### src/verilog/led_cmd_pkg.sv
// ========================================
// Shared opcodes, dispatcher states and panel geometry
// for the LED panel command front end
// ========================================
package led_cmd_pkg;

    // single-byte ASCII opcodes, any other byte is ignored
    typedef enum logic [7:0] {
        RED_ENABLE       = "R",
        RED_DISABLE      = "r",
        GREEN_ENABLE     = "G",
        GREEN_DISABLE    = "g",
        BLUE_ENABLE      = "B",
        BLUE_DISABLE     = "b",
        BRIGHTNESS_ZERO  = "0",
        BRIGHTNESS_ONE   = "1",
        BRIGHTNESS_TWO   = "2",
        BRIGHTNESS_THREE = "3",
        BRIGHTNESS_FOUR  = "4",
        BRIGHTNESS_FIVE  = "5",
        BRIGHTNESS_SIX   = "6",
        BRIGHTNESS_NINE  = "9",
        READBRIGHTNESS   = "T",
        READPIXEL        = "P",
        BLANKPANEL       = "Z"
    } opcode_t;

    typedef enum logic [1:0] {
        IDLE,
        BRIGHTNESS_ARG,
        PIXEL,
        BLANK
    } cmd_state_t;

    localparam int DEFAULT_PANEL_WIDTH = 64;
    localparam int DEFAULT_PANEL_HEIGHT = 32;
    localparam int DEFAULT_BYTES_PER_PIXEL = 2;
    localparam int DEFAULT_BRIGHTNESS_LEVELS = 6;

    function automatic int row_bits(input int height);
        return $clog2(height);
    endfunction

    function automatic int col_bits(input int width);
        return $clog2(width);
    endfunction

    function automatic int byte_sel_bits(input int bytes_per_pixel);
        return $clog2(bytes_per_pixel);
    endfunction

    // address is {row, column, byte select}
    function automatic int ram_addr_bits(input int width, input int height,
                                         input int bytes_per_pixel);
        return row_bits(height) + col_bits(width) + byte_sel_bits(bytes_per_pixel);
    endfunction

endpackage

### src/verilog/cmd_dispatch.sv
// ========================================
// Byte intake, opcode decode and command FSM, also
// owns busy, ready_for_data and the RAM port mux
// ========================================
module cmd_dispatch #(
    parameter int PANEL_WIDTH = led_cmd_pkg::DEFAULT_PANEL_WIDTH,
    parameter int PANEL_HEIGHT = led_cmd_pkg::DEFAULT_PANEL_HEIGHT,
    parameter int BYTES_PER_PIXEL = led_cmd_pkg::DEFAULT_BYTES_PER_PIXEL,
    parameter int BRIGHTNESS_LEVELS = led_cmd_pkg::DEFAULT_BRIGHTNESS_LEVELS
) (
    input  logic clk_in,
    input  logic reset,
    input  logic [7:0] data_rx,
    input  logic data_ready_n,
    input  logic pix_we,
    input  logic [led_cmd_pkg::ram_addr_bits(PANEL_WIDTH, PANEL_HEIGHT,
                                             BYTES_PER_PIXEL)-1:0] pix_addr,
    input  logic [7:0] pix_data,
    input  logic pix_done,
    input  logic blank_we,
    input  logic [led_cmd_pkg::ram_addr_bits(PANEL_WIDTH, PANEL_HEIGHT,
                                             BYTES_PER_PIXEL)-1:0] blank_addr,
    input  logic blank_done,
    output logic setting_strobe,
    output led_cmd_pkg::opcode_t setting_code,
    output logic bright_load,
    output logic [BRIGHTNESS_LEVELS-1:0] bright_value,
    output logic arg_strobe,
    output logic [7:0] arg_byte,
    output logic pixel_start,
    output logic blank_start,
    output logic [led_cmd_pkg::ram_addr_bits(PANEL_WIDTH, PANEL_HEIGHT,
                                             BYTES_PER_PIXEL)-1:0] ram_address,
    output logic [7:0] ram_data_out,
    output logic ram_write_enable,
    output logic busy,
    output logic ready_for_data
);
    import led_cmd_pkg::*;

    cmd_state_t state;
    cmd_state_t next_state;
    logic [7:0] byte_reg;
    logic byte_valid;
    logic accept;
    logic cmd_done;
    logic decode_en;
    opcode_t opcode;

    assign accept = !data_ready_n && ready_for_data;
    assign opcode = opcode_t'(byte_reg);

    always_comb begin
        case (state)
            PIXEL: cmd_done = pix_done;
            BLANK: cmd_done = blank_done;
            default: cmd_done = 1'b0;
        endcase
    end

    // a byte landing on the done cycle is already a new opcode
    assign decode_en = byte_valid && (state == IDLE || cmd_done);
    assign busy = (state != IDLE) && !cmd_done;
    assign ready_for_data = (state != BLANK) || blank_done;

    assign setting_code = opcode;
    assign bright_load = byte_valid && (state == BRIGHTNESS_ARG);
    assign bright_value = BRIGHTNESS_LEVELS'(byte_reg);
    assign arg_strobe = byte_valid && (state == PIXEL) && !pix_done;
    assign arg_byte = byte_reg;

    always_comb begin
        setting_strobe = 1'b0;
        pixel_start = 1'b0;
        blank_start = 1'b0;
        next_state = state;
        if (cmd_done) begin
            next_state = IDLE;
        end
        if (bright_load) begin
            next_state = IDLE;
        end
        if (decode_en) begin
            case (opcode)
                RED_ENABLE, RED_DISABLE, GREEN_ENABLE, GREEN_DISABLE,
                BLUE_ENABLE, BLUE_DISABLE, BRIGHTNESS_ZERO, BRIGHTNESS_ONE,
                BRIGHTNESS_TWO, BRIGHTNESS_THREE, BRIGHTNESS_FOUR,
                BRIGHTNESS_FIVE, BRIGHTNESS_SIX, BRIGHTNESS_NINE: begin
                    setting_strobe = 1'b1;
                end
                READBRIGHTNESS: begin
                    next_state = BRIGHTNESS_ARG;
                end
                READPIXEL: begin
                    pixel_start = 1'b1;
                    next_state = PIXEL;
                end
                BLANKPANEL: begin
                    blank_start = 1'b1;
                    next_state = BLANK;
                end
                default: begin
                end
            endcase
        end
    end

    // RAM port follows whichever writer owns the current state
    always_comb begin
        ram_address = '0;
        ram_data_out = 8'h00;
        ram_write_enable = 1'b0;
        case (state)
            PIXEL: begin
                ram_address = pix_addr;
                ram_data_out = pix_data;
                ram_write_enable = pix_we;
            end
            BLANK: begin
                // data stays zero
                ram_address = blank_addr;
                ram_write_enable = blank_we;
            end
            default: begin
            end
        endcase
    end

    always_ff @(posedge clk_in) begin
        if (reset) begin
            state <= IDLE;
            byte_valid <= 1'b0;
        end else begin
            state <= next_state;
            byte_valid <= accept;
        end
    end

    always_ff @(posedge clk_in) begin
        if (accept) begin
            byte_reg <= data_rx;
        end
    end

endmodule

### src/verilog/display_settings.sv
// ========================================
// Colour plane enables and brightness mask,
// updated from the dispatcher's setting strobes
// ========================================
module display_settings #(
    parameter int BRIGHTNESS_LEVELS = led_cmd_pkg::DEFAULT_BRIGHTNESS_LEVELS
) (
    input  logic clk_in,
    input  logic reset,
    input  logic setting_strobe,
    input  led_cmd_pkg::opcode_t setting_code,
    input  logic bright_load,
    input  logic [BRIGHTNESS_LEVELS-1:0] bright_value,
    output logic [2:0] rgb_enable,
    output logic [BRIGHTNESS_LEVELS-1:0] brightness_enable
);
    import led_cmd_pkg::*;

    logic [BRIGHTNESS_LEVELS-1:0] toggle_mask;

    // opcode N flips bit LEVELS-N
    always_comb begin
        toggle_mask = '0;
        case (setting_code)
            BRIGHTNESS_ONE: toggle_mask[BRIGHTNESS_LEVELS-1] = 1'b1;
            BRIGHTNESS_TWO: toggle_mask[BRIGHTNESS_LEVELS-2] = 1'b1;
            BRIGHTNESS_THREE: toggle_mask[BRIGHTNESS_LEVELS-3] = 1'b1;
            BRIGHTNESS_FOUR: toggle_mask[BRIGHTNESS_LEVELS-4] = 1'b1;
            BRIGHTNESS_FIVE: toggle_mask[BRIGHTNESS_LEVELS-5] = 1'b1;
            BRIGHTNESS_SIX: toggle_mask[BRIGHTNESS_LEVELS-6] = 1'b1;
            default: toggle_mask = '0;
        endcase
    end

    always_ff @(posedge clk_in) begin
        if (reset) begin
            rgb_enable <= 3'b111;
            brightness_enable <= '1;
        end else if (bright_load) begin
            brightness_enable <= bright_value;
        end else if (setting_strobe) begin
            case (setting_code)
                RED_ENABLE: rgb_enable[0] <= 1'b1;
                RED_DISABLE: rgb_enable[0] <= 1'b0;
                GREEN_ENABLE: rgb_enable[1] <= 1'b1;
                GREEN_DISABLE: rgb_enable[1] <= 1'b0;
                BLUE_ENABLE: rgb_enable[2] <= 1'b1;
                BLUE_DISABLE: rgb_enable[2] <= 1'b0;
                BRIGHTNESS_ZERO: brightness_enable <= '0;
                BRIGHTNESS_NINE: brightness_enable <= '1;
                default: brightness_enable <= brightness_enable ^ toggle_mask;
            endcase
        end
    end

endmodule

### src/verilog/led_cmd_top.sv
// ========================================
// Command front end top level, sets the panel geometry
// and connects dispatcher, settings and RAM writers
// ========================================
module led_cmd_top #(
    parameter int PANEL_WIDTH = led_cmd_pkg::DEFAULT_PANEL_WIDTH,
    parameter int PANEL_HEIGHT = led_cmd_pkg::DEFAULT_PANEL_HEIGHT,
    parameter int BYTES_PER_PIXEL = led_cmd_pkg::DEFAULT_BYTES_PER_PIXEL,
    parameter int BRIGHTNESS_LEVELS = led_cmd_pkg::DEFAULT_BRIGHTNESS_LEVELS
) (
    input  logic clk_in,
    input  logic reset,
    input  logic [7:0] data_rx,
    input  logic data_ready_n,
    output logic [2:0] rgb_enable,
    output logic [BRIGHTNESS_LEVELS-1:0] brightness_enable,
    output logic [led_cmd_pkg::ram_addr_bits(PANEL_WIDTH, PANEL_HEIGHT,
                                             BYTES_PER_PIXEL)-1:0] ram_address,
    output logic [7:0] ram_data_out,
    output logic ram_write_enable,
    output logic busy,
    output logic ready_for_data
);
    import led_cmd_pkg::*;

    localparam int ADDR_W = ram_addr_bits(PANEL_WIDTH, PANEL_HEIGHT, BYTES_PER_PIXEL);

    logic setting_strobe;
    opcode_t setting_code;
    logic bright_load;
    logic [BRIGHTNESS_LEVELS-1:0] bright_value;
    logic arg_strobe;
    logic [7:0] arg_byte;
    logic pixel_start;
    logic pix_we;
    logic [ADDR_W-1:0] pix_addr;
    logic [7:0] pix_data;
    logic pix_done;
    logic blank_start;
    logic blank_we;
    logic [ADDR_W-1:0] blank_addr;
    logic blank_done;

    cmd_dispatch #(
        .PANEL_WIDTH(PANEL_WIDTH),
        .PANEL_HEIGHT(PANEL_HEIGHT),
        .BYTES_PER_PIXEL(BYTES_PER_PIXEL),
        .BRIGHTNESS_LEVELS(BRIGHTNESS_LEVELS)
    ) dispatch0 (.*);

    display_settings #(
        .BRIGHTNESS_LEVELS(BRIGHTNESS_LEVELS)
    ) settings0 (.*);

    pixel_writer #(
        .PANEL_WIDTH(PANEL_WIDTH),
        .PANEL_HEIGHT(PANEL_HEIGHT),
        .BYTES_PER_PIXEL(BYTES_PER_PIXEL)
    ) pixel0 (.*);

    panel_blanker #(
        .PANEL_WIDTH(PANEL_WIDTH),
        .PANEL_HEIGHT(PANEL_HEIGHT),
        .BYTES_PER_PIXEL(BYTES_PER_PIXEL)
    ) blanker0 (.*);

endmodule

### src/verilog/panel_blanker.sv
// ========================================
// Frame RAM blanking, one write per cycle over
// every address, starting from zero
// ========================================
module panel_blanker #(
    parameter int PANEL_WIDTH = led_cmd_pkg::DEFAULT_PANEL_WIDTH,
    parameter int PANEL_HEIGHT = led_cmd_pkg::DEFAULT_PANEL_HEIGHT,
    parameter int BYTES_PER_PIXEL = led_cmd_pkg::DEFAULT_BYTES_PER_PIXEL
) (
    input  logic clk_in,
    input  logic reset,
    input  logic blank_start,
    output logic blank_we,
    output logic [led_cmd_pkg::ram_addr_bits(PANEL_WIDTH, PANEL_HEIGHT,
                                             BYTES_PER_PIXEL)-1:0] blank_addr,
    output logic blank_done
);
    import led_cmd_pkg::*;

    localparam int ADDR_W = ram_addr_bits(PANEL_WIDTH, PANEL_HEIGHT, BYTES_PER_PIXEL);
    // geometry is all powers of two, so the top address is all ones
    localparam logic [ADDR_W-1:0] LAST_ADDR = '1;

    always_ff @(posedge clk_in) begin
        if (reset) begin
            blank_we <= 1'b0;
            blank_addr <= '0;
            blank_done <= 1'b0;
        end else if (blank_start) begin
            blank_we <= 1'b1;
            blank_addr <= '0;
            blank_done <= 1'b0;
        end else if (blank_done) begin
            blank_we <= 1'b0;
            blank_done <= 1'b0;
        end else if (blank_we) begin
            blank_addr <= blank_addr + 1'b1;
            // done rides along with the final write
            blank_done <= (blank_addr == LAST_ADDR - 1'b1);
        end
    end

endmodule

### src/verilog/pixel_writer.sv
// ========================================
// Single pixel command, collects row, column and
// colour bytes and issues one RAM write per colour byte
// ========================================
module pixel_writer #(
    parameter int PANEL_WIDTH = led_cmd_pkg::DEFAULT_PANEL_WIDTH,
    parameter int PANEL_HEIGHT = led_cmd_pkg::DEFAULT_PANEL_HEIGHT,
    parameter int BYTES_PER_PIXEL = led_cmd_pkg::DEFAULT_BYTES_PER_PIXEL
) (
    input  logic clk_in,
    input  logic reset,
    input  logic pixel_start,
    input  logic arg_strobe,
    input  logic [7:0] arg_byte,
    output logic pix_we,
    output logic [led_cmd_pkg::ram_addr_bits(PANEL_WIDTH, PANEL_HEIGHT,
                                             BYTES_PER_PIXEL)-1:0] pix_addr,
    output logic [7:0] pix_data,
    output logic pix_done
);
    import led_cmd_pkg::*;

    localparam int ROW_W = row_bits(PANEL_HEIGHT);
    localparam int COL_W = col_bits(PANEL_WIDTH);
    localparam int SEL_W = byte_sel_bits(BYTES_PER_PIXEL);

    typedef enum logic [1:0] {
        PH_IDLE,
        PH_ROW,
        PH_COL,
        PH_COLOUR
    } phase_t;

    phase_t phase;
    logic [ROW_W-1:0] row;
    logic [COL_W-1:0] col;
    logic [SEL_W-1:0] sel;
    logic colour_strobe;

    assign colour_strobe = arg_strobe && (phase == PH_COLOUR);

    // first colour byte goes to the highest byte select
    always_ff @(posedge clk_in) begin
        if (reset) begin
            phase <= PH_IDLE;
            sel <= '0;
            pix_we <= 1'b0;
            pix_done <= 1'b0;
        end else begin
            pix_we <= colour_strobe;
            pix_done <= colour_strobe && (sel == '0);
            if (pixel_start) begin
                phase <= PH_ROW;
                sel <= '1;
            end else if (arg_strobe) begin
                case (phase)
                    PH_ROW: phase <= PH_COL;
                    PH_COL: phase <= PH_COLOUR;
                    PH_COLOUR: begin
                        sel <= sel - 1'b1;
                        if (sel == '0) begin
                            phase <= PH_IDLE;
                        end
                    end
                    default: phase <= PH_IDLE;
                endcase
            end
        end
    end

    always_ff @(posedge clk_in) begin
        if (arg_strobe && phase == PH_ROW) begin
            row <= arg_byte[ROW_W-1:0];
        end
        if (arg_strobe && phase == PH_COL) begin
            col <= arg_byte[COL_W-1:0];
        end
        if (colour_strobe) begin
            pix_addr <= {row, col, sel};
            pix_data <= arg_byte;
        end
    end

endmodule
### config.mk
export PLATFORM = sky130hd
export DESIGN_NAME = led_cmd_top
export DESIGN_NICKNAME = d
export VERILOG_FILES = /design/src/verilog/led_cmd_pkg.sv /design/src/verilog/cmd_dispatch.sv /design/src/verilog/display_settings.sv /design/src/verilog/led_cmd_top.sv /design/src/verilog/panel_blanker.sv /design/src/verilog/pixel_writer.sv
export SDC_FILE = /design/constraint.sdc
export NUM_CORES = 1
export LEC_CHECK = 0
export ABC_AREA = 1
export BUFFER_PORTS_ARGS = -buffer_cell sky130_fd_sc_hd__buf_2
export CAP_MARGIN = 20
export CELL_PAD_IN_SITES_DETAIL_PLACEMENT = 2
export CELL_PAD_IN_SITES_GLOBAL_PLACEMENT = 2
export CORE_MARGIN = 8
export CORE_UTILIZATION = 39
export CTS_BUF_LIST = sky130_fd_sc_hd__clkbuf_8
export CTS_CLUSTER_SIZE = 20
export DETAILED_ROUTE_END_ITERATION = 10
export GPL_TIMING_DRIVEN = 1
export PLACE_DENSITY_LB_ADDON = 0.1
export SYNTH_ARGS = -nofsm -noshare
export SYNTH_HDL_FRONTEND = slang
export SYNTH_SLANG_ARGS = --single-unit
### constraint.sdc
create_clock -name clk_in -period 4.3 [get_ports clk_in]
set_input_delay 0.86 -clock clk_in [delete_from_list [all_inputs] [get_ports clk_in]]
set_output_delay 0.86 -clock clk_in [all_outputs]
set_load 0.02 [all_outputs]
After elaboration in Yosys (flattened, before gate mapping):

Cells that the tools add are included.

* register bits after elaboration: 70
* bits of input ports: 11
* output and inout port bits: 32
* word-level logic and storage cells: 126

* add/subtract/negate cells: 2
* equality and inequality tests: 28
* mux-type cells: 35
* bitwise logic cells: 5
* reductions and logical operators: 37

Operators by type and width (number)
* 8-bit by 7-bit equality test with 1-bit output, second input constant: 9
* 8-bit by 6-bit equality test with 1-bit output, second input constant: 8
* 12-bit one-hot mux with 2 select lines: 1
* 1-bit two-way mux: 19
* 6-bit one-hot mux with 3 select lines: 1
* 2-bit nonzero test: 8
* 14-bit OR reduction: 1
* 12-bit by 1-bit adder with 12-bit output, second input constant: 1
* 12-bit equality test, second input constant: 1
* 6-bit two-way mux: 2
* 2-bit one-hot mux with 3 select lines: 2
* 1-bit logical AND: 10
* 1-bit one-hot mux with 2 select lines: 5
* 2-bit AND reduction: 5
* 3-bit AND reduction: 3
* 2-bit equality test, second input constant: 4
* 2-bit two-way mux: 4
* 8-bit two-way mux: 1
* 6-bit OR reduction: 1
* 6-bit bitwise XOR: 1
* 2-bit by 1-bit equality test with 1-bit output, second input constant: 2
* 2-bit inequality test, second input constant: 2
* 1-bit inverter: 4
* 2-bit OR reduction: 2
* 7 further kinds: 10

Depth between registers and ports, before layout:

* depth in word-level cells: 7
* depth in mapped cells: 11
* mapped depth without buffers: 11

Modules after synthesis:

A second synthesis with hierarchy kept.

* cell total of the unflattened synthesis: 459
* area, all modules: 3672.3 µm²

Modules (own cells, without submodules)
* pixel_writer: instances 1, cells each 65, area an instance 1188.6 µm², sequential area each 1031.0 µm²
* cmd_dispatch: instances 1, cells each 156, area an instance 1016.0 µm², sequential area each 300.3 µm²
* display_settings: instances 1, cells each 137, area an instance 752.0 µm², sequential area each 180.2 µm²
* panel_blanker: instances 1, cells each 101, area an instance 715.7 µm², sequential area each 280.3 µm²

Worst setup path before layout:

No wires, ideal clock.

* kind: register -> output
* start point: reg dispatch0.state[1]
* end point: out ram_address[0] (netlist bit)
* arrival: 1.134 ns
* data required time: 3.440 ns
* slack: 2.306 ns
* cell stages (with the launch flop): 6
* path buffers: 1
* cell sequence: dfxtp_1 > inv_1 > nor2_4 > buf_1 > nand2_1 > o21ai_0

RTL lines
* from (decl): RTL line cmd_dispatch.sv:41 `cmd_state_t state;`
* from (signal assigned): RTL line cmd_dispatch.sv:134 `state <= next_state;`
* to (decl): RTL line led_cmd_top.sv:18 `BYTES_PER_PIXEL)-1:0] ram_address,`

Worst setup path after layout:

* start point: reg dispatch0.state[1]
* end point: out busy

* word-level cells in the longest chain between the ends: 4
* elaborated cells between the ends (all ways): 6
* those cells by class: eq/ne: 2; mux: 1; reduce/logical: 3

Ends and longest elaborated chain
* 2-bit equality test: RTL line cmd_dispatch.sv:54 `case (state)`
* 1-bit one-hot mux with 2 select lines: RTL line cmd_dispatch.sv:54
* 1-bit logical NOT: RTL line cmd_dispatch.sv:63 `assign busy = (state != IDLE) && !cmd_done;`
* 1-bit logical AND *: RTL line cmd_dispatch.sv:63
* to (decl): RTL line led_cmd_top.sv:21 `output logic busy,`

Every way passes the cells marked *; elsewhere a longest branch is shown, timed or not.

==> flow_metrics.tcl <==
set metrics [dict create \
    clock_sinks 70 \
    antenna_found_initial 0 \
    ys_types 34 \
    slew-limit-headroom 0.372 \
    drt-initial-drc-count 54 \
    comb_power_share 0.032 \
    cp.arrival_ps 1720 \
    post_cts_buffers 0 \
    clockRootBuffer "clkbuf_8" \
    syn_area_sq_um 3180 \
    cts.clk_slew.worst_paths_ps 80 \
    fin_nets 414 \
    groute.usage.overall 0.172 \
    layout_common_cells "76 x nand2_1, 51 x nor2_1, 42 x buf_2" \
    power_mw 1.34 \
    worstPathRequired_ps 3440 \
    syn_area_per_cell_sq_um 9.10 \
    tns_ps 0 \
    clockPowerShare 0.432 \
    seqPwrFrac 0.535 \
    dr.pass1.iters 4 \
    yosysWarnings 0 \
    drive_gt1_frac 0.186 \
    tightest_slew_ps 942 \
    clkLatencyLatePin_ps 340 \
    synth_edf_count 39 \
    post-dp-hpwl_um 7270 \
    end_kind "primary output" \
    timing.final.crit_share 0.599 \
    worstSetupPathType "reg2out" \
    report.final.hold_viol_count 0 \
    whs_path_depth 0 \
    path_max_fanout 15 \
    drc 0 \
    synth-main-ff-cell "edfxtp_1" \
    p_int_mw 1.04 \
    switchingPower_uw 296 \
    irDropWorstVdd_uv 181 \
    vias 2614 \
    cts_buffer_depth 2 \
    start_kind "flip-flop" \
    p_leak_nw 1.50 \
    start_util 0.394 \
    grt_pass1_vias 2871 \
    die_w_um 106 \
    grt_start_max_net_pins 21 \
    final.setup.worst_slack_ps 1720 \
    h-tree-depth 3 \
    n_fill_cell 924 \
    async_flop_share 0 \
    overflow 0 \
    ys_ff_latch 70 \
    synth_seq_area_share 0.564 \
    num_io_pins 43 \
    postSynthCellCount 349 \
    routedWlPerCell_um 18.2 \
    skew_ps 10.7 \
    die_h_um 106 \
    fmax_mhz 388 \
    dieArea_sq_um 11300 \
    setup_viol_count_final 0 \
    io_buffers 42 \
    core_sq_um 8050 \
    syn_nets 365 \
    cts_tree "yes" \
    diodes 0 \
    place.gp.congestion 0.811 \
    reg2reg_depth 6 \
    rsz0062_at_grt "false" \
    swShare 0.221 \
    post_drt_via_cell_ratio 5.15 \
    hold_class "reg2reg" \
    drt-total-wl_um 9270 \
    cts_hold_buf 0 \
    rows 33 \
    layout_commonest_cell "nand2_1" \
    period_needed_ps 2580 \
    antenna_left 0 \
    cts_made_buffers 9 \
    pwr_density_cell_nw_per_um2 361 \
    dp_slack_ps 1910 \
    cap_violations 0 \
    status "completed" \
    grt_pass1_wl_um 15100 \
    drv_slew 0 \
    area_growth_pct 16.8 \
    cts-resized-gates 0 \
]
[area by class of cell]
type                       instances  area, sq um  share of cell area
sequential                        70         1790               0.483
multi-input combinational        232         1200               0.323
timing repair buffer              42          210              0.0567
inverter                          43          161              0.0435
tap                              105          131              0.0354
clock buffer                       9          124              0.0334
clock inverter                     7         91.3              0.0246
[per-stage QoR]
step                      cells  area [sq um]  hold WS (ps)   util
after floorplan             349          3180           400      -
after global placement      492          3490           404  0.434
after detailed placement    492          3490           410  0.434
after CTS                   508          3710           424  0.461
after global routing        508          3710           437  0.461
final                       508          3710           426  0.461
[cells in the mapped netlist, types with 2 or more instances]
cell      instances  area, sq um
nand3_1          22          110
nand4_1           6         37.5
nor3_1            8         40.0
xnor2_1           3         26.3
a22oi_1           5         37.5
clkbuf_1          2         7.51
a21oi_1          10         50.1
nor2_4            2         22.5
nand2_1          76          285
inv_1            40          150
xor2_1            4         35.0
nor2_1           51          191
ha_1              5         62.6
edfxtp_1         39         1170
o21ai_0          12         60.1
nand2_2           6         37.5
o21bai_1          3         22.5
a31oi_1           2         12.5
a22o_1            3         26.3
inv_2             3         11.3
nor3b_1           3         22.5
dfxtp_1          31          621
nor3_2            2         20.0
[worst max-delay path, stage by stage (launching register included)]
cell and delay (ps):
dfxtp_1 380, inv_1 110, nor2_4 300, nand2_1 150, o211ai_2 110, nand2_2 130
buf_2 180
[power groups by stage]
stage,Sequential (mW),Clock (mW),Combinational (mW)
global route,0.718,0.624,0.0481
global placement,0.733,0,0.0407
CTS,0.718,0.594,0.0441
floorplan,0.730,0,0.0270
finish,0.718,0.579,0.0433
detailed placement,0.733,0,0.0433
[registers in the layout, indices dropped and copies added (netlist names), 2 cells and up]
register                     count
blanker0.blank_addr             12
dispatch0.arg_byte               8
dispatch0.state                  2
pixel0.col                       6
pixel0.phase                     2
pixel0.pix_addr                 12
pixel0.pix_data                  8
pixel0.row                       5
settings0.brightness_enable      6
settings0.rgb_enable             3
[worst paths after layout]
path,start,end,slack (ps)
worst max register to register,dispatch0.state[1],pixel0.pix_addr[1],1940
worst max-delay path,dispatch0.state[1],busy,1720
worst min register to register,pixel0.row[0],pixel0.pix_addr[7],430
worst min-delay path,pixel0.row[0],pixel0.pix_addr[7],430
[metal layers]
metal  up-vias  wire length (um)  track usage
met5         -                 0            0
met4         0               221       0.0673
met3        17               266       0.0399
met2        45              5100        0.324
met1      1297              3680        0.180
li1       1255                 -            -
[cells by family after synthesis]
group                      share of synthesized area
AOI/OAI and AO/OA                             0.0749
xor gates and xnor gates                      0.0193
adders and majority gates                     0.0197
buffers and inverters                         0.0579
DFF                                            0.564
and+or+nand+nor                                0.264
No activity file was read; power rests on OpenSTA's default activity.
